<file path="config.mk">
export PLATFORM = sky130hd
export DESIGN_NAME = conv_ctrl
export DESIGN_NICKNAME = d
export VERILOG_FILES = /design/src/source/conv_pkg.sv /design/src/source/conv_ctrl.sv
export SDC_FILE = /design/constraint.sdc
export NUM_CORES = 1
export LEC_CHECK = 0
export ABC_AREA = 1
export BUFFER_PORTS_ARGS = -buffer_cell sky130_fd_sc_hd__buf_2
export CAP_MARGIN = 5
export CORE_AREA = 2 2 50 52
export CTS_BUF_LIST = sky130_fd_sc_hd__clkbuf_16
export DETAILED_ROUTE_END_ITERATION = 8
export DIE_AREA = 0 0 52 54
export GPL_TIMING_DRIVEN = 0
export PLACE_DENSITY = 0.52
export SYNTH_ARGS = -nofsm -noshare
export SYNTH_HDL_FRONTEND = slang
export SYNTH_SLANG_ARGS = --single-unit
</file>
<file path="constraint.sdc">
create_clock -name clk -period 2.6 [get_ports clk]
set_clock_uncertainty 0.05 [all_clocks]
set_input_delay 0.13 -clock clk [delete_from_list [all_inputs] [get_ports clk]]
set_output_delay 0.13 -clock clk [all_outputs]
set_load 0.1 [all_outputs]
</file>
<file path="src/source/conv_pkg.sv">
package conv_pkg;

    // ------------------------------
    // array and bus sizes
    // ------------------------------
    localparam int NUM_ROWS       = 4;  // output channels
    localparam int NUM_COLS       = 8;  // input channels
    localparam int WORD_W         = 32; // shared bus width
    localparam int DATA_W         = 8;  // weight / ifmap operand
    localparam int PSUM_W         = 16; // partial sum
    localparam int BYTES_PER_WORD = WORD_W / DATA_W;
    localparam int WORDS_PER_ROW  = NUM_COLS / BYTES_PER_WORD; // weight words per row
    localparam int IFMAP_WORDS    = NUM_COLS / BYTES_PER_WORD;
    localparam int COMPUTE_CYCLES = 2;  // product stage, then result stage

    // ------------------------------
    // scalar types
    // ------------------------------
    typedef logic [WORD_W-1:0]        word_t;
    typedef logic [2:0]               row_cnt_t; // 1..4 active rows
    typedef logic [2:0]               idx_t;     // word index within a phase
    typedef logic signed [DATA_W-1:0] operand_t;
    typedef logic signed [PSUM_W-1:0] psum_t;

    typedef enum logic [2:0] {
        IDLE,
        WEIGHT_LOAD,
        IFMAP_LOAD,
        IPSUM_LOAD,
        COMPUTE,
        OPSUM_OUT
    } state_t;

    // ------------------------------
    // packed buses
    // ------------------------------
    typedef operand_t [NUM_ROWS-1:0][NUM_COLS-1:0] weight_grid_t;  // [row][col]
    typedef operand_t [NUM_COLS-1:0]               ifmap_vec_t;
    typedef psum_t    [NUM_ROWS-1:0][NUM_COLS-1:0] product_grid_t; // [row][col]
    typedef psum_t    [NUM_ROWS-1:0]               psum_vec_t;

    typedef struct packed {
        logic w_wr;     // weight word accepted
        logic if_wr;    // ifmap word accepted
        logic ip_wr;    // ipsum word accepted
        idx_t idx;      // word position in the phase
        logic mul_en;   // pe array captures products
        logic op_store; // opsum buffer captures sums
        logic op_shift; // opsum word consumed
    } buf_ctrl_t;

endpackage

</file>
<file path="src/source/conv_ctrl.sv">
`timescale 1ns/1ps

module conv_ctrl (
    input  logic                clk,
    input  logic                reset,
    input  logic                valid_w,
    input  logic                valid_if,
    input  logic                valid_ip,
    input  logic                ready_op,
    input  conv_pkg::row_cnt_t   row_en,
    output logic                ready_w,
    output logic                ready_if,
    output logic                ready_ip,
    output logic                valid_op,
    output conv_pkg::buf_ctrl_t  ctrl
);

    conv_pkg::state_t state_q;
    conv_pkg::state_t next_state;
    conv_pkg::idx_t   idx_q;      // words done in this phase
    conv_pkg::idx_t   last_idx;   // index of the final word of the phase
    logic            step;       // one unit of progress this cycle
    logic            phase_done; // final word of the phase completes

    // ------------------------------
    // handshake outputs
    // ------------------------------
    assign ready_w  = (state_q == conv_pkg::WEIGHT_LOAD); // straight from state
    assign ready_if = (state_q == conv_pkg::IFMAP_LOAD);
    assign ready_ip = (state_q == conv_pkg::IPSUM_LOAD);
    assign valid_op = (state_q == conv_pkg::OPSUM_OUT);

    // phase length from row_en
    always_comb begin
        case (state_q)
            conv_pkg::WEIGHT_LOAD: last_idx = conv_pkg::idx_t'(row_en * conv_pkg::WORDS_PER_ROW - 1);
            conv_pkg::IFMAP_LOAD:  last_idx = conv_pkg::idx_t'(conv_pkg::IFMAP_WORDS - 1);
            conv_pkg::IPSUM_LOAD:  last_idx = conv_pkg::idx_t'(row_en - 1); // one per row
            conv_pkg::COMPUTE:     last_idx = conv_pkg::idx_t'(conv_pkg::COMPUTE_CYCLES - 1);
            conv_pkg::OPSUM_OUT:   last_idx = conv_pkg::idx_t'(row_en - 1);
            default:              last_idx = '0;
        endcase
    end

    // a completed transfer, or a compute cycle
    always_comb begin
        case (state_q)
            conv_pkg::WEIGHT_LOAD: step = valid_w;
            conv_pkg::IFMAP_LOAD:  step = valid_if;
            conv_pkg::IPSUM_LOAD:  step = valid_ip;
            conv_pkg::COMPUTE:     step = 1'b1;     // fixed length
            conv_pkg::OPSUM_OUT:   step = ready_op;
            default:              step = 1'b0;
        endcase
    end

    assign phase_done = step && (idx_q == last_idx);

    // ------------------------------
    // pass FSM
    // ------------------------------
    always_comb begin
        next_state = state_q;
        case (state_q)
            conv_pkg::IDLE: begin
                if (valid_w)
                    next_state = conv_pkg::WEIGHT_LOAD;
                else if (valid_if)
                    next_state = conv_pkg::IFMAP_LOAD; // reuse stored weights
            end
            conv_pkg::WEIGHT_LOAD: if (phase_done) next_state = conv_pkg::IFMAP_LOAD;
            conv_pkg::IFMAP_LOAD:  if (phase_done) next_state = conv_pkg::IPSUM_LOAD;
            conv_pkg::IPSUM_LOAD:  if (phase_done) next_state = conv_pkg::COMPUTE;
            conv_pkg::COMPUTE:     if (phase_done) next_state = conv_pkg::OPSUM_OUT;
            conv_pkg::OPSUM_OUT:   if (phase_done) next_state = conv_pkg::IDLE;
            default:              next_state = conv_pkg::IDLE;
        endcase
    end

    always_ff @(posedge clk) begin
        if (reset) begin
            state_q <= conv_pkg::IDLE;
            idx_q   <= '0;
        end else begin
            state_q <= next_state;
            if (phase_done)
                idx_q <= '0;          // restart for next phase
            else if (step)
                idx_q <= idx_q + 3'd1;
        end
    end

    // ------------------------------
    // buffer strobes
    // ------------------------------
    always_comb begin
        ctrl          = '0;
        ctrl.idx      = idx_q;                                    // word being written
        ctrl.w_wr     = (state_q == conv_pkg::WEIGHT_LOAD) && valid_w;
        ctrl.if_wr    = (state_q == conv_pkg::IFMAP_LOAD) && valid_if;
        ctrl.ip_wr    = (state_q == conv_pkg::IPSUM_LOAD) && valid_ip;
        ctrl.mul_en   = (state_q == conv_pkg::COMPUTE) && (idx_q == '0); // first cycle
        ctrl.op_store = (state_q == conv_pkg::COMPUTE) && phase_done;     // second cycle
        ctrl.op_shift = (state_q == conv_pkg::OPSUM_OUT) && ready_op;
    end

endmodule

</file>
---- After elaboration in Yosys (flattened, before gate mapping) ----
Cells that the tools add are included.
storage, ports and cells
  word-level logic and storage cells ...... 40
  flip-flop bits (word level) ............. 6
  output and inout bits ................... 13
  bits of input ports ..................... 9
operators by class
  mux-type cells .......................... 10
  add/subtract/negate cells ............... 3
  equality and inequality tests ........... 12
  reduce and logical (&&, ||, !) cells .... 13
operators with widths
  kind                   count
  $mux W3                7
  $pmux W3 S6            1
  $pmux W3 S3            1
  $ne A2 B1 Y1 const B   4
  $logic_and A1 B1 Y1    7
  $eq A3 B2 Y1 const B   2
  $eq A3 B3 Y1 const B   2
  $logic_not A3 Y1       2
  $reduce_and A6 Y1      1
  $reduce_or A2 Y1       3
  $sub A3 B1 Y3 const B  2
  $pmux W1 S5            1
  $add A3 B1 Y3 const B  1
  $eq A3 B1 Y1 const B   1
  $eq A3 B3 Y1           1
  $ne A3 B3 Y1 const B   1
  $ne A2 B2 Y1 const B   1

---- Depth between registers and ports, before layout ----
Gate-level depths: netlist of the first run.
  word-level depth ........................ 7
  gate-level depth with buffers ........... 15
  gate-level depth less buffers ........... 15

---- Least setup slack after synthesis of the first run ----
OpenSTA, ideal clock, no wires.
  path type ............................... flip-flop to output port
  start point ............................. register state_q[2]
  end point ............................... output port ctrl[1] (netlist name)
  arrival time ............................ 3.230 ns
  data required time ...................... 2.420 ns
  stages on the path, launching flop included .. 11
  path buffers ............................ 1
  setup slack ............................. -0.810 ns
  cell sequence ........................... dfxtp_1 > buf_6 > inv_2 > nand2_2 > nor2_2 > nand2_1 > nand3_2 > nor2_4 > nor2_4 > nand2_4 > nor2_1
RTL lines
  element                   RTL line         text
  start: declaration        conv_ctrl.sv:18  conv_pkg::state_t state_q;
  start signal: assignment  conv_ctrl.sv:82  state_q <= conv_pkg::IDLE;
  start signal: assignment  conv_ctrl.sv:85  state_q <= next_state;
  end: declaration          conv_ctrl.sv:15  output conv_pkg::buf_ctrl_t ctrl

==> results of run 1 <==
==> cells by family (layout without fill, tap and decap cells) <==
| logic type | Yosys count | after routing | share of synthesized area (%) |
|---|---|---|---|
| buffers and inverters | 19 | 43 | 12.6 |
| AOI/OAI and AO/OA | 10 | 10 | 8.61 |
| DFF | 6 | 6 | 17.6 |
| and+or+nand+nor | 71 | 71 | 55.7 |
| adders and majority gates | 3 | 3 | 5.50 |
==> state kept, by name, indices dropped and copies added (netlist names) <==
register and flops:
state_q 3, idx_q 3
==> metal layers <==
metal / share of wire, % / track usage, % / vias to the layer above
li1: - / - / 392
met1: 49 / 15.3 / 295
met2: 46 / 19.6 / 14
met3: 3.5 / 0.833 / 2
met4: 0.81 / 5.26 / 0
met5: 0 / 0 / -
==> stage by stage <==
step                      hold WS (ns)  instance area [um2]
after global routing            0.0473                  913
after CTS                       0.0420                  913
after global placement           0.273                  838
after detailed placement         0.273                  838
final                           0.0424                  913
after floorplan                  0.149                  696
==> final timing paths <==
check / from / endpoint / cells past startpoint
worst max-delay path: state_q[0]$_SDFFE_PP0P_ / ctrl[1] / 10
worst min-delay path: reset / state_q[0]$_SDFFE_PP0P_ / 2
worst min register to register: idx_q[0]$_SDFFE_PP0P_ / idx_q[0]$_SDFFE_PP0P_ / 2
worst max register to register: state_q[0]$_SDFFE_PP0P_ / state_q[1]$_SDFFE_PP0P_ / 12
==> layout make-up <==
class                           count  area share [%]
Timing Repair Buffer               21            11.5
Multi-Input combinational cell     84            53.6
Buffer                              2            2.47
Tap cell                           30            4.11
Clock buffer                        3            8.22
Inverter                           17            6.99
Sequential cell                     6            13.2
==> critical path, stage by stage (launching register included) <==
cell	delay, ns
dfxtp_1	0.31
buf_6	0.15
inv_2	0.05
nor2_2	0.12
nand2_1	0.13
o21ai_2	0.18
nor2_4	0.08
nor2_4	0.12
nand2_4	0.09
nor2_2	0.08
buf_2	0.42
==> cell usage in the layout, fill, tap and decap left out <==
cell type,n
nand2_1,27
buf_2,21
inv_1,13
nand3_1,12
nand2_2,10
nor2_1,8
nor2_4,6
a21oi_1,6
dfxtp_1,6
inv_2,4
nand2_4,3
ha_1,3
clkbuf_16,3
buf_6,2
nor2_2,2
nand3_2,2
o211ai_1,2
o21ai_2,1
o21ai_0,1
nor3_1,1
==> power breakdown <==
group	switching (uW)	total, uW	internal, uW
clock	43.1	240	197
sequential	31.2	150	119
combinational	648	878	230
==> flow_metrics.py, run 1 <==
metrics = {
    "run_status": {
        "status": "completed",
    },
    "detailed_routing": {
        "vias_per_cell": 4.31,
        "wl_um": 1480,
        "ant_nets": 0,
        "post-route-drc-count": 0,
        "vias": 703,
        "wire_per_inst_um": 9.10,
        "drt_iter0_drc": 25,
        "dr.pass1.iters": 4,
    },
    "timing": {
        "tightestPinTransition_ns": 0.489,
        "setup_slack_ns": 0.464,
        "rsz0062_at_grt": "no",
        "setup_viol": 0,
        "fmax_mhz": 468,
        "maxSlewViolCount": 0,
        "timing.final.crit_share_pct": 82.1,
        "slew_headroom_pct": 67.6,
        "period_minus_slack_ns": 2.14,
        "finalSetupTns_ns": 0,
        "hold_viol": 0,
    },
    "finish": {
        "finalCoreUtilization_pct": 39.4,
        "area_growth_pct": 33.7,
        "fin_cells": 163,
        "drive_above_1_share_pct": 40.6,
        "multi_input_area_um2": 489,
        "diodes": 0,
        "nFillCells": 263,
        "seq_area_um2": 120,
        "final_net_count": 147,
    },
    "placed_design": {
        "port_buffers": 21,
        "preCtsSetupSlack_ns": 0.689,
        "gp_congestion": 0.725,
        "hpwl_um": 1260,
        "dpl.cell_count": 160,
    },
    "synthesis": {
        "yosysUniqueCellTypes": 18,
        "synth_edf_count": 0,
        "async_flop_share_pct": 0,
        "ys_warn_count": 0,
        "yosys-top-cells-area": "dfxtp_1 (18%), nand2_1 (15%), nand2_2 (9.2%), nand3_1 (8.8%), inv_1 (7.1%)",
        "synth_top_cells_by_count": "nand2_1 (27), inv_1 (13), nand3_1 (12), nand2_2 (10), nor2_1 (9)",
        "syn_inst": 109,
        "yosys.area.top_type": "dfxtp_1",
        "synth_top_area_share_pct": 17.6,
        "ys.flop_type": "dfxtp_1",
        "yosysSeqAreaShare_pct": 17.6,
        "synth.avg_cell_area_um2": 6.27,
        "syn_area_um2": 683,
        "yosysMostFrequentCell": "nand2_1",
        "synthesis.nets": 121,
        "ys_ff_latch": 6,
    },
    "cts": {
        "post_cts.repair.setup_buffers": 0,
        "cts.sinks": 6,
        "cts_made_buffers": 3,
        "clock_latency_ns": 0.22,
        "cts_tree": "done",
        "clkTransAtPathRegs_ns": 0.03,
        "cts_resized": 0,
        "ctsHoldBuffers": 0,
        "cts_root_buf": "clkbuf_16",
        "cts_buffer_depth": 2,
        "cts_max_level": 1,
    },
    "power": {
        "ir_drop_v": 0.000708,
        "p_leak_uw": 0.000526,
        "finalPower_uw": 1270,
        "cellPowerDensity_nw_per_um2": 1390,
    },
    "setup_path": {
        "crit_required_ns": 2.42,
        "cp_max_fo": 9,
        "critPathLaunchType": "register",
        "cp-end-kind": "primary output",
        "crit_arrival_ns": 1.96,
        "crit_type": "reg2out",
        "reg2reg_slack_ns": 0.97,
    },
    "grt": {
        "grt_pass1_wl_um": 2500,
        "grt_usage_pct": 11.7,
        "grt_pass1_vias": 620,
        "antenna_found_initial": 0,
        "globalRouteOverflowTotal": 0,
        "grt_max_degree": 11,
    },
    "floorplan": {
        "die-area_um2": 2810,
        "rows": 18,
        "die_h_um": 54,
        "io_pins": 22,
        "core-area_um2": 2320,
        "fp.dieW_um": 52,
        "initial_core_util_pct": 29.4,
    },
    "flow_run": {
        "drv_cap": 0,
    },
    "hold_path": {
        "hp-class": "in2reg",
    },
}
No activity file was read; power rests on OpenSTA's default activity.
==> inputs of run 2 (changes only) <==
Clock period 2.6 ns to 2 ns, I/O delays scaled along.
==> run 2 against run 1 <==
Hold slack got worse by 0.020 ns. Clock power increased by 30%. Wire length increased by 1.2%. Final cell count unchanged. Critical path depth unchanged. First-iteration DRC count decreased by 48%. Critical endpoint unchanged. Sequential cell count unchanged. Worst setup slack got worse by 0.39 ns. Non-clock buffer count unchanged. Global-route usage decreased by 0.23 points.
==> flow_metrics.py, run 2 (synthesis results as in run 1) <==
metrics = {
    "run_status": {
        "status": "completed",
    },
    "timing": {
        "rsz0062_at_grt": "no",
        "maxSlewViolCount": 0,
        "slew_headroom_pct": 67.7,
        "finalSetupTns_ns": 0,
        "tightestPinTransition_ns": 0.489,
        "fmax_mhz": 520,
        "hold_viol": 0,
        "period_minus_slack_ns": 1.92,
        "setup_viol": 0,
        "timing.final.crit_share_pct": 96.1,
    },
    "placed_design": {
        "placed_cell_area_um2": 870,
        "gp_congestion": 0.755,
        "hpwl_um": 1290,
        "dpl.cell_count": 160,
        "port_buffers": 21,
    },
    "floorplan": {
        "rows": 18,
        "fp.dieW_um": 52,
        "core-area_um2": 2320,
        "die-area_um2": 2810,
        "die_h_um": 54,
        "initial_core_util_pct": 29.4,
        "io_pins": 22,
    },
    "cts": {
        "cts_buffer_depth": 2,
        "cts_tree": "done",
        "cts_max_level": 1,
        "cts_made_buffers": 3,
        "ctsHoldBuffers": 0,
        "post_cts.repair.setup_buffers": 0,
        "clock_latency_ns": 0.22,
        "cts_root_buf": "clkbuf_16",
        "cts.sinks": 6,
        "clkTransAtPathRegs_ns": 0.03,
    },
    "detailed_routing": {
        "ant_nets": 0,
        "wl_um": 1500,
        "dr.pass1.iters": 4,
        "vias_per_cell": 4.31,
        "post-route-drc-count": 0,
        "wire_per_inst_um": 9.21,
        "vias": 702,
        "drt_iter0_drc": 13,
    },
    "grt": {
        "globalRouteOverflowTotal": 0,
        "grt_pass1_vias": 627,
        "antenna_found_initial": 0,
        "grt_pass1_wl_um": 2460,
        "grt_max_degree": 11,
        "grt_usage_pct": 11.5,
    },
    "power": {
        "cellPowerDensity_nw_per_um2": 1760,
        "ir_drop_v": 0.000748,
        "p_leak_uw": 0.000532,
    },
    "finish": {
        "reg.largest.list": "idx_q x3, state_q x3",
        "multi_input_area_um2": 514,
        "final_common_cell": "nand2_1",
        "seq_area_um2": 121,
        "nFillCells": 245,
        "diodes": 0,
        "drive_above_1_share_pct": 44.4,
        "final_net_count": 147,
        "fin_area_um2": 960,
        "fin_cells": 163,
        "layout_common_cells": "nand2_1 (25), buf_2 (20), inv_1 (13)",
        "area_growth_pct": 40.5,
    },
    "setup_path": {
        "crit_path_top_delay_cell": "dfxtp_1",
        "crit_chain": "buf_6 -> inv_2 -> nor2_2 -> nand2_1 -> o21ai_2 -> nor2_4 -> nor2_4 -> nand2_4 -> nor2_4 -> buf_12",
        "path_buf_inv": 3,
        "cp_max_fo": 9,
        "crit_required_ns": 1.85,
        "reg2reg_slack_ns": 0.36,
        "crit_arrival_ns": 1.77,
        "critPathLaunchType": "register",
        "cp_top_family": "simple AND/OR/NAND/NOR gates",
        "cp.depth": 10,
        "path_common_cell": "nor2_4",
        "cp-end-kind": "primary output",
        "crit_type": "reg2out",
        "slowest_delay_ns": 0.31,
        "r2r_cells": 12,
    },
    "hold_path": {
        "holdPathStages": 2,
        "hp-class": "in2reg",
    },
    "flow_run": {
        "drv_cap": 0,
    },
}
==> run 2: cell counts in the layout (fill, tap and decap cells not counted) <==
No cell type changed its count.
==> run 2: worst paths after layout <==
| kind | startpoint | end |
|---|---|---|
| setup / recovery | state_q[0]$_SDFFE_PP0P_ | ctrl[1] |
| setup reg to reg | state_q[0]$_SDFFE_PP0P_ | state_q[1]$_SDFFE_PP0P_ |
| hold reg to reg | idx_q[0]$_SDFFE_PP0P_ | idx_q[0]$_SDFFE_PP0P_ |
| hold / removal | reset | state_q[2]$_SDFFE_PP0P_ |
==> run 2: power breakdown <==
part / total, uW / internal, uW / switching (uW)
registers: 201 / 157 / 44.4
clock network: 313 / 256 / 57.6
logic: 1170 / 311 / 859
==> run 2: final cells by class <==
class,count,share of cell area [%]
Clock buffer,3,7.82
Buffer,2,2.35
Inverter,17,7.17
Tap cell,30,3.91
Multi-Input combinational cell,84,53.6
Timing Repair Buffer,21,12.5
Sequential cell,6,12.6
==> run 2: per-layer routing <==
layer	wire, um	global-route usage, %	part of all wire (%)	vias up
li1	-	-	-	389
met1	679	13.4	45	304
met2	787	21.9	52	9
met3	35	0.833	2.3	0
met4	0	3.95	0	0
met5	0	0	0	-
==> run 2: timing repair <==
action	in CTS	in global routing
cloned	0	0
resized for setup	2	2
setup endpoints to repair	1	1
==> run 2: stage by stage <==
| stage | hold slack, ns | setup WS (ns) | total power, uW | util [%] |
|---|---|---|---|---|
| CTS | 0.0217 | 0.0388 | 1700 | 41.0 |
| global route | 0.0268 | 0.00300 | 1810 | 41.4 |
| floorplan | 0.119 | -0.186 | 1220 | - |
| detailed placement | 0.255 | 0.0996 | 1380 | 37.5 |
| finish | 0.0229 | 0.0785 | 1680 | 41.4 |
| global placement | 0.246 | 0.114 | 1380 | 37.5 |
