[src/source/conv_pkg.sv]
package conv_pkg;

    // ------------------------------
    // array and bus sizes
    // ------------------------------
    localparam int NUM_ROWS       = 4;  // output channels
    localparam int NUM_COLS       = 8;  // input channels
    localparam int WORD_W         = 32; // shared bus width
    localparam int DATA_W         = 8;  // weight / ifmap operand
    localparam int PSUM_W         = 16; // partial sum
    localparam int BYTES_PER_WORD = WORD_W / DATA_W;
    localparam int WORDS_PER_ROW  = NUM_COLS / BYTES_PER_WORD; // weight words per row
    localparam int IFMAP_WORDS    = NUM_COLS / BYTES_PER_WORD;
    localparam int COMPUTE_CYCLES = 2;  // product stage, then result stage

    // ------------------------------
    // scalar types
    // ------------------------------
    typedef logic [WORD_W-1:0]        word_t;
    typedef logic [2:0]               row_cnt_t; // 1..4 active rows
    typedef logic [2:0]               idx_t;     // word index within a phase
    typedef logic signed [DATA_W-1:0] operand_t;
    typedef logic signed [PSUM_W-1:0] psum_t;

    typedef enum logic [2:0] {
        IDLE,
        WEIGHT_LOAD,
        IFMAP_LOAD,
        IPSUM_LOAD,
        COMPUTE,
        OPSUM_OUT
    } state_t;

    // ------------------------------
    // packed buses
    // ------------------------------
    typedef operand_t [NUM_ROWS-1:0][NUM_COLS-1:0] weight_grid_t;  // [row][col]
    typedef operand_t [NUM_COLS-1:0]               ifmap_vec_t;
    typedef psum_t    [NUM_ROWS-1:0][NUM_COLS-1:0] product_grid_t; // [row][col]
    typedef psum_t    [NUM_ROWS-1:0]               psum_vec_t;

    typedef struct packed {
        logic w_wr;     // weight word accepted
        logic if_wr;    // ifmap word accepted
        logic ip_wr;    // ipsum word accepted
        idx_t idx;      // word position in the phase
        logic mul_en;   // pe array captures products
        logic op_store; // opsum buffer captures sums
        logic op_shift; // opsum word consumed
    } buf_ctrl_t;

endpackage

[src/source/opsum_buffer.sv]
`timescale 1ns/1ps

module opsum_buffer (
    input  logic               clk,
    input  logic               reset,
    input  conv_pkg::buf_ctrl_t ctrl,
    input  conv_pkg::psum_vec_t sums,
    input  logic               valid_op,
    output conv_pkg::word_t     data_out
);

    conv_pkg::psum_vec_t row_q; // row 0 is the head

    // ------------------------------
    // capture and shift out
    // ------------------------------
    always_ff @(posedge clk) begin
        if (reset) begin
            row_q <= '0;
        end else if (ctrl.op_store) begin
            row_q <= sums;                         // all rows at once
        end else if (ctrl.op_shift) begin
            for (int r = 0; r < conv_pkg::NUM_ROWS - 1; r++)
                row_q[r] <= row_q[r+1];            // next row to head
            row_q[conv_pkg::NUM_ROWS-1] <= '0;
        end
    end

    // head stays put under back-pressure
    always_comb begin
        if (valid_op)
            data_out = {{(conv_pkg::WORD_W - conv_pkg::PSUM_W){1'b0}}, row_q[0]}; // zero above
        else
            data_out = '0;
    end

endmodule

[config.mk]
export PLATFORM = sky130hd
export DESIGN_NAME = opsum_buffer
export DESIGN_NICKNAME = d
export VERILOG_FILES = /design/src/source/conv_pkg.sv /design/src/source/opsum_buffer.sv
export SDC_FILE = /design/constraint.sdc
export NUM_CORES = 1
export LEC_CHECK = 0
export BUFFER_PORTS_ARGS = -buffer_cell sky130_fd_sc_hd__buf_2
export CORE_MARGIN = 2
export CORE_UTILIZATION = 50
export CTS_BUF_LIST = sky130_fd_sc_hd__clkbuf_4 sky130_fd_sc_hd__clkbuf_8 sky130_fd_sc_hd__clkbuf_16
export DETAILED_ROUTE_END_ITERATION = 6
export PLACE_DENSITY_LB_ADDON = 0.05
export SYNTH_ARGS = -nofsm -noshare
export SYNTH_HDL_FRONTEND = slang
export SYNTH_SLANG_ARGS = --single-unit
[constraint.sdc]
create_clock -name clk -period 2.5 [get_ports clk]
set_input_delay 0.25 -clock clk [delete_from_list [all_inputs] [get_ports clk]]
set_output_delay 0.25 -clock clk [all_outputs]
set_load 0.005 [all_outputs]
### Word-level counts from Yosys, hierarchy flattened

Index checks and enable logic that the tools add are counted.
W data, S select, Z words.

* output and inout bits: 32
* bits of input ports: 76
* word-level logic and storage cells: 8
* register bits after elaboration: 64

* muxes and demuxes: 3
* reductions and logical operators: 1

Operators with widths (count)
* $mux W64: 2
* $mux W16: 1
* $reduce_bool A2 Y1: 1

### Depth between registers and ports, before layout

Gate-level depths: netlist of the first run.

* word-level depth: 2
* mapped depth: 5
* mapped depth without buffers: 2

### Least setup slack after synthesis of the first run

No wires, ideal clock.

* kind: in2reg
* start: input ctrl[0] (netlist bit)
* end: register row_q[51] (netlist bit)
* stages: 4
* arrival time: 0.970 ns
* required time: 2.430 ns
* slack: 1.460 ns
* setup time: 0.070 ns
* cell sequence: buf_6 > buf_2 > or3b_1 > a21oi_1

* cells in the longest elaborated chain, start to end: 1

RTL lines
* start: declaration: RTL line opsum_buffer.sv:6 `input conv_pkg::buf_ctrl_t ctrl,`
* $reduce_bool A2 Y1 (no line)
* end signal: assignment: RTL line opsum_buffer.sv:21 `row_q <= sums;`
* end signal: indexed assignment: RTL line opsum_buffer.sv:24 `row_q[r] <= row_q[r+1];`
* end: declaration: RTL line opsum_buffer.sv:12 `conv_pkg::psum_vec_t row_q;`

No other way between the ends.
A chain may end at the register's enable or synchronous reset.

### Final worst setup path of the first run

* start: input ctrl[1] (netlist bit)
* end: register row_q[43] (netlist bit)

* cells in the longest elaborated chain, start to end: 1
* elaborated cells on any way between the ends: 2

RTL lines
* $mux W64 or $reduce_bool A2 Y1 (tied branches)

Several ways; a longest one is shown, not always the timed one.

==> out/metrics.yaml, run 1 <==
p_clk_frac: 0.421
first_pass_iters: 4
wirelength_um: 6580
cts_tree: "done"
row_count: 28
ctsHoldBuffers: 0
synth_seq_cells: 64
worstRegToRegCells: 2
min_period_over_period: 0.490
grt_pass1_vias: 2259
drive_gt1_frac: 0.265
hp-class: "primary input to register"
ys_seq_area_frac: 0.412
remaining_drc_errors: 0
cts.sinks: 64
grt_overflow: 0
start_util: 0.522
grt_max_degree: 65
cts_setup_buffers: 0
largest_register_ffs: 64
n_fill_cell: 565
ir_drop_mv: 0.377
clk_latency_ps: 330
start_kind: "primary input"
layout_common_cells: "buf_2 (83), dfxtp_1 (64), mux2i_1 (48), nor2b_1 (48), a211oi_1 (48)"
tritoncts.num_buffers: 9
core_area_mm2: 0.00596
synth_cells: 319
power.share.combinational: 0.120
finalSetupViolations: 0
p_sw_frac: 0.234
htreeDepth: 3
cell_internal_pwr_mw: 1.88
via_per_inst: 5.07
die_area_mm2: 0.00686
grt.total_usage: 0.194
regMostFlops: "row_q"
seq_power_share: 0.459
clk_pin_slew_worst_paths_ps: 70
rr_startpoint: "row_q[48]"
clock-root-buffer: "clkbuf_8"
port_buffers: 84
timing.setup.tns_ps: 0
layout_commonest_cell: "buf_2"
synth_area_mm2: 0.00311
avgSynthCellArea_um2: 9.74
endpoint: "row_q[43]"
yosysWarningCount: 0
grt_first_pass_wirelength_um: 11000
rsz0062_at_grt: "no"
status: "completed"
vias: 2366
switchingPower_mw: 0.573
place_ws_ps: 953
fp.dieW_um: 82.8
area_delta_synth_final_pct: 18.6
slew-limit-headroom: 0.407
cap_violations: 0
p_leak_nw: 1.63
ioPinCount: 108
crit_type: "primary input to register"
hold_violations: 0
fin_crit_ps: 1220
setup_slack_ps: 1280
nNetsFinal: 463
antennaDiodeCount: 0
ys_types: 15
gp_congestion: 0.713
r2r-end: "row_q[48]"
cts_max_path_buffers: 2
total_power_mw: 2.45
antenna_found_initial: 0
crit_path_max_fanout: 48
drtIter0Drc: 116
cp.arrival_ps: 1390
fin_skew_ps: 7.11
wl_per_cell_um: 14.1
hpwl_um: 4200
ant_nets: 0
die_h_um: 82.8
top_regs: "row_q: 64 flops"
power_density_mw_per_mm2: 666
worst_slew_pin_slew_ps: 888
fmax_mhz: 817
setup.worst_path.end_class: "register"
startpoint: "ctrl[1]"
post_cts_resize_count: 0
drv_slew: 0
required_ps: 2660
r2r_slack_ps: 1590
## per-layer routing
metal,track usage,routed length [um],vias up,share of wire
met5,0,0,-,0
met4,0.0671,42,0,0.0064
met3,0.0497,351,4,0.053
met2,0.267,2700,67,0.41
met1,0.292,3480,1069,0.53
li1,-,-,1226,-
## cell families (layout without fill, tap and decap cells)
kind of cell    after synthesis  in the layout  share of synthesized area
simple gates                 96             96                      0.193
compound gates               64             64                      0.142
flops                        64             64                      0.412
mux                          48             48                      0.155
buf+inv                      46            104                     0.0967
other cells                   1             16                    0.00121
## stage by stage
step | instances | area (um2) | util | hold slack [ps]
2_1_floorplan | 334 | 3160 | - | 393
3_3_place_gp | 451 | 3440 | 0.578 | 500
3_5_place_dp | 451 | 3440 | 0.578 | 506
4_1_cts | 467 | 3680 | 0.618 | 140
5_1_grt | 467 | 3680 | 0.618 | 151
6_report | 467 | 3680 | 0.618 | 157
## Yosys cell counts, drive strengths merged
library cell  instances  area, um2
a211oi               48        360
conb                  1       3.75
dfxtp                64       1280
or3b                 16        140
mux2i                48        480
clkbuf               13       48.8
inv                   1       3.75
a21oi                16       80.1
buf                  32        248
nand2                16       60.1
nor2b                48        300
and2                 16        100
## worst min-delay path by stage
| stage | startpoint | endpoint | slack, ps | cells past startpoint |
|---|---|---|---|---|
| 2_1_floorplan | sums[48] | row_q[48] | 390 | 2 |
| 3_3_place_gp | sums[55] | row_q[55] | 500 | 3 |
| 3_5_place_dp | sums[53] | row_q[53] | 510 | 3 |
| 4_1_cts | sums[63] | row_q[63] | 140 | 3 |
| 5_1_grt | sums[63] | row_q[63] | 150 | 3 |
| 6_report | sums[63] | row_q[63] | 160 | 3 |
## layout make-up
class	count	area, um2	share of cell area
clock buffer	12	165	0.0448
clock inverter	4	75.1	0.0204
inverter	1	3.75	0.00102
multi-input combinational	224	1580	0.429
sequential	64	1280	0.348
tap	75	93.8	0.0255
timing repair buffer	87	483	0.131
## critical path: stages
cell and delay, ps:
buf_2 240, inv_2 710, a211oi_1 170
## power by group through the flow
stage | Sequential (mW) | Combinational (mW) | Clock (mW)
6_report | 1.13 | 0.294 | 1.03
5_1_grt | 1.13 | 0.330 | 1.11
4_1_cts | 1.13 | 0.297 | 1.06
3_5_place_dp | 1.15 | 0.295 | 0
3_3_place_gp | 1.15 | 0.292 | 0
2_1_floorplan | 1.13 | 0.226 | 0
(Power assumes the default switching activity.)
==> run 2, diff against run 1 <==
clock period = 1.3 ns   (was 2.5 ns; I/O delays follow)
==> run 2 against run 1 <==
Non-clock buffer count increased by 5. Final area grew 0.34%. Setup slack worse by 1000 ps. Critical path depth decreased by 1. Power up 80%. Highest routed layer unchanged. Sequential share of layout area fell by 0.12 points. Core utilization is 0.21 points higher.
==> out/metrics.yaml, run 2 (same netlist as run 1, synthesis figures left out) <==
clock-root-buffer: "clkbuf_8"  # unchanged
hold_ws_ps: 46.6  # was 157 ps
min_period_over_period: 0.794
htreeDepth: 3  # unchanged
antennaDiodeCount: 0  # unchanged
crit_path_max_fanout: 2  # was 48
ioPinCount: 108  # unchanged
finalSetupViolations: 0  # unchanged
total_power_mw: 4.41  # was 2.45 mW
port_buffers: 84  # unchanged
cell_internal_pwr_mw: 3.34  # was 1.88 mW
worstRegToRegCells: 2  # unchanged
crit_type: "register to primary output"  # was primary input to register
cts_max_path_buffers: 2  # unchanged
vias: 2375  # was 2366
final_cell_area_mm2: 0.00370  # was 0.00368 mm2
placed_area_mm2: 0.00351  # was 0.00344 mm2
regMostFlops: "row_q"  # unchanged
hp-class: "primary input to register"  # unchanged
setup.worst_path.end_class: "primary output"  # was register
wl_per_cell_um: 14.3  # was 14.1 um
status: "completed"  # unchanged
ir_drop_mv: 0.704  # was 0.377 mV
fp.dieW_um: 82.8  # unchanged
layout_commonest_cell: "buf_2"  # unchanged
wirelength_um: 6720  # was 6580 um
nNetsFinal: 468  # was 463
tritoncts.num_buffers: 9  # unchanged
drive_gt1_frac: 0.273  # was 0.265
regArea_mm2: 0.00128  # unchanged
seq_power_share: 0.492  # was 0.459
p_clk_frac: 0.374  # was 0.421
hold_depth: 3  # unchanged
switchingPower_mw: 1.07  # was 0.573 mW
p_leak_nw: 1.65  # was 1.63 nW
worst_slew_pin_slew_ps: 867  # was 888 ps
remaining_drc_errors: 0  # unchanged
p_sw_frac: 0.243  # was 0.234
clk_pin_slew_worst_paths_ps: 70  # about the same
hpwl_um: 4580  # was 4200 um
row_count: 28  # unchanged
slowest_delay_ps: 350  # was 710 ps
ant_nets: 0  # unchanged
multi_input_area_mm2: 0.00158  # unchanged
drv_slew: 0  # unchanged
top_regs: "row_q: 64 flops"  # unchanged
cts_setup_buffers: 0  # unchanged
start_kind: "register"  # was primary input
grt.total_usage: 0.199  # was 0.194
first_pass_iters: 5  # was 4
min_from: "sums[57]"  # was sums[63]
holdPathEnd: "row_q[57]"  # was row_q[63]
ctsHoldBuffers: 0  # unchanged
rsz0062_at_grt: "no"  # unchanged
cts.sinks: 64  # unchanged
cap_violations: 0  # unchanged
layout_common_cells: "buf_2 (83), dfxtp_1 (64), mux2i_1 (48), nor2b_1 (48), a211oi_1 (48)"  # unchanged
fin_crit_ps: 1030
start_util: 0.522  # unchanged
grt_overflow: 0  # unchanged
path_cells: "and2_1 -> buf_2"  # was buf_2 -> inv_2 -> a211oi_1
post_cts_resize_count: 0  # unchanged
required_ps: 1170  # was 2660 ps
die_area_mm2: 0.00686  # unchanged
fmax_mhz: 969
power.share.combinational: 0.134  # was 0.120
slew-limit-headroom: 0.421  # was 0.407
grt_pass1_vias: 2352  # was 2259
fin_skew_ps: 6.99  # was 7.11 ps
core_area_mm2: 0.00596  # unchanged
clk_latency_ps: 320  # was 330 ps
grt_first_pass_wirelength_um: 11300  # was 11000 um
rr_startpoint: "row_q[50]"  # was row_q[48]
gp_congestion: 0.766  # was 0.713
largest_register_ffs: 64  # unchanged
n_fill_cell: 572  # was 565
antenna_found_initial: 0  # unchanged
grt_max_degree: 49  # was 65
path_buf_inv: 1  # was 2
hold_violations: 0  # unchanged
die_h_um: 82.8  # unchanged
r2r_slack_ps: 390  # was 1590 ps
drtIter0Drc: 101  # was 116
timing.setup.tns_ps: 0  # unchanged
cts_tree: "done"  # unchanged
r2r-end: "row_q[50]"  # was row_q[48]
cp.arrival_ps: 900  # was 1390 ps
path_delay_family: "flip-flops"  # was buffers and inverters
via_per_inst: 5.04  # was 5.07
crit_slowest_cell: "dfxtp_1"  # was inv_2
power_density_mw_per_mm2: 1190  # was 666 mW/mm2
area_delta_synth_final_pct: 19.0  # was 18.6%
[run 2: per-layer routing]
layer / GRT usage / vias to the layer above / wire (um)
met5: 0 / - / 0
met4: 0.0760 / 0 / 61
met3: 0.0408 / 5 / 314
met2: 0.287 / 60 / 2880
met1: 0.291 / 1076 / 3460
li1: - / 1234 / -
[run 2: metrics by stage]
step	util	std cells	setup slack (ps)
6_report	0.621	471	268
2_1_floorplan	-	334	380
3_5_place_dp	0.589	456	66.5
5_1_grt	0.621	471	211
3_3_place_gp	0.589	456	67.4
4_1_cts	0.621	471	253
[run 2: power by group through the flow]
| stage | Combinational (mW) | Clock, mW | Sequential, mW |
|---|---|---|---|
| floorplan | 0.435 | 0 | 2.18 |
| global placement | 0.581 | 0 | 2.21 |
| detailed placement | 0.591 | 0 | 2.21 |
| CTS | 0.595 | 1.69 | 2.17 |
| global route | 0.661 | 1.77 | 2.18 |
| finish | 0.590 | 1.65 | 2.17 |
[run 2: worst max-delay path by stage]
stage | endpoint | slack, ps | startpoint | cells after the start
finish | data_out[15] | 270 | row_q[15] | 2
global route | data_out[5] | 210 | row_q[5] | 2
CTS | data_out[15] | 250 | row_q[15] | 2
detailed placement | row_q[9] | 70 | ctrl[1] | 3
global placement | row_q[12] | 70 | ctrl[1] | 3
floorplan | row_q[51] | 380 | ctrl[0] | 4
[run 2: tightest hold or removal path: cells and delay by family]
family,cells,cell delay [ps]
AO/OA/AOI/OAI,1,50
buffers and inverters,1,90
AND/OR/NAND/NOR,1,50
[run 2: final cells by class]
class	count	area share
multi-input combinational	224	0.428
timing repair buffer	92	0.148
clock buffer	11	0.0393
inverter	1	0.00102
tap	75	0.0254
sequential	64	0.347
clock inverter	4	0.0122
==> run 3, diff against run 2 <==
clock period = 1.05 ns   (was 1.3 ns; I/O delays follow)
==> run 3 against run 2 <==
Sequential share of layout area decreased by 0.41 points. Critical endpoint unchanged. Highest routed layer unchanged. Combinational power up 28%. First-iteration DRC count up 21%. Via count increased by 3.8%. Global-route usage is 0.21 points lower.
==> out/metrics.yaml, run 3 (same netlist as run 1, synthesis figures left out) <==
status: "completed"  # unchanged
seq_power_share: 0.508  # was 0.492
crit_slowest_cell: "dfxtp_2"  # was dfxtp_1
start_util: 0.522  # unchanged
cts_tree: "done"  # unchanged
post_cts_resize_count: 0  # unchanged
antennaDiodeCount: 0  # unchanged
layout_commonest_cell: "buf_2"  # unchanged
switchingPower_mw: 1.34  # was 1.07 mW
htreeDepth: 3  # unchanged
clock-root-buffer: "clkbuf_8"  # unchanged
path_buf_inv: 1  # unchanged
timing.setup.tns_ps: 0  # unchanged
start_kind: "register"  # unchanged
cts_max_path_buffers: 2  # unchanged
grt_max_degree: 65  # was 49
fin_skew_ps: 5.76  # was 6.99 ps
regMostFlops: "row_q"  # unchanged
nNetsFinal: 474  # was 468
die_h_um: 82.8  # unchanged
slowest_delay_ps: 330  # was 350 ps
drv_slew: 0  # unchanged
layout_common_cells: "buf_2 (83), dfxtp_1 (61), mux2i_1 (48), nor2b_1 (48), a211oi_1 (48)"  # was buf_2 (83), dfxtp_1 (64), mux2i_1 (48), nor2b_1 (48), a211oi_1 (48)
power.share.combinational: 0.143  # was 0.134
finalSetupViolations: 0  # unchanged
die_area_mm2: 0.00686  # unchanged
core_area_mm2: 0.00596  # unchanged
hold_violations: 0  # unchanged
cts.sinks: 64  # unchanged
first_pass_iters: 4  # was 5
hold_depth: 3  # unchanged
hp-class: "primary input to register"  # unchanged
crit_path_max_fanout: 2  # unchanged
min_period_over_period: 0.954
fmax_mhz: 999
setup.worst_path.end_class: "primary output"  # unchanged
drtIter0Drc: 122  # was 101
r2r_slack_ps: 150  # was 390 ps
via_per_inst: 5.17  # was 5.04
largest_register_ffs: 64  # unchanged
cap_violations: 0  # unchanged
area_delta_synth_final_pct: 20.7  # was 19.0%
wirelength_um: 6600  # was 6720 um
power_density_mw_per_mm2: 1410  # was 1190 mW/mm2
port_buffers: 84  # unchanged
vias: 2466  # was 2375
row_count: 28  # unchanged
hold_ws_ps: 18.7  # was 46.6 ps
hpwl_um: 4550  # was 4580 um
clk_pin_slew_worst_paths_ps: 70  # about the same
antenna_found_initial: 0  # unchanged
ir_drop_mv: 0.757  # was 0.704 mV
crit_type: "register to primary output"  # unchanged
wl_per_cell_um: 13.8  # was 14.3 um
p_clk_frac: 0.349  # was 0.374
ant_nets: 0  # unchanged
place_ws_ps: 11.6  # was 66.5 ps
grt_overflow: 0  # unchanged
top_regs: "row_q: 64 flops"  # unchanged
worstRegToRegCells: 2  # unchanged
p_leak_nw: 1.68  # was 1.65 nW
grt_pass1_vias: 2307  # was 2352
fin_crit_ps: 1000
ctsHoldBuffers: 0  # unchanged
cts_setup_buffers: 0  # unchanged
ioPinCount: 108  # unchanged
grt_first_pass_wirelength_um: 11200  # was 11300 um
gp_congestion: 0.768  # was 0.766
setup_slack_ps: 48.7  # was 268 ps
path_cells: "and2_1 -> buf_2"  # unchanged
min_from: "sums[63]"  # was sums[57]
rr_startpoint: "row_q[56]"  # was row_q[50]
clk_latency_ps: 320  # about the same
r2r-end: "row_q[56]"  # was row_q[50]
rsz0062_at_grt: "no"  # unchanged
startpoint: "row_q[15]"  # unchanged
tritoncts.num_buffers: 9  # unchanged
remaining_drc_errors: 0  # unchanged
grt.total_usage: 0.196  # was 0.199
required_ps: 940  # was 1170 ps
drive_gt1_frac: 0.291  # was 0.273
fp.dieW_um: 82.8  # unchanged
holdPathEnd: "row_q[63]"  # was row_q[57]
path_delay_family: "flip-flops"  # unchanged
cp.arrival_ps: 900  # about the same
cell_internal_pwr_mw: 3.95  # was 3.34 mW
p_sw_frac: 0.253  # was 0.243
## run 3: how the worst max path moves through the flow
stage	endpoint	slack [ps]	cells after the start
floorplan	row_q[51]	150	4
global placement	row_q[14]	50	5
detailed placement	row_q[0]	10	5
CTS	data_out[15]	30	2
global route	data_out[1]	1	2
finish	data_out[15]	50	2
## run 3: final cells by class
type / count / area, um2
well taps: 75 / 93.8
repair buffers: 98 / 616
multi-input cells: 224 / 1580
clock inverters: 4 / 20.0
fillers: 545 / 2200
flip-flops and latches: 64 / 1280
inverters: 1 / 3.75
clock buffers: 11 / 151
## run 3: power by group through the flow
| stage | combinational, mW | sequential, mW | clock (mW) |
|---|---|---|---|
| detailed placement | 0.760 | 2.74 | 0 |
| global route | 0.845 | 2.70 | 2.00 |
| floorplan | 0.538 | 2.70 | 0 |
| CTS | 0.764 | 2.69 | 1.88 |
| global placement | 0.749 | 2.73 | 0 |
| finish | 0.757 | 2.69 | 1.84 |
## run 3: per-layer routing
metal	up-vias	GRT usage	part of all wire
met2	74	0.277	0.42
met1	1141	0.296	0.52
met4	0	0.0641	0.012
met5	-	0	0
li1	1243	-	-
met3	8	0.0437	0.051
## run 3: through the flow
step,util,std cells,cell area (um2),total power [mW]
floorplan,-,334,3160,3.24
global placement,0.600,462,3580,3.48
detailed placement,0.600,462,3580,3.50
CTS,0.629,477,3750,5.33
global route,0.630,477,3750,5.55
finish,0.630,477,3750,5.29
## run 3: worst min-delay path, stage by stage
cell	delay, ps
buf_2	90
nand2_1	50
a21oi_1	50
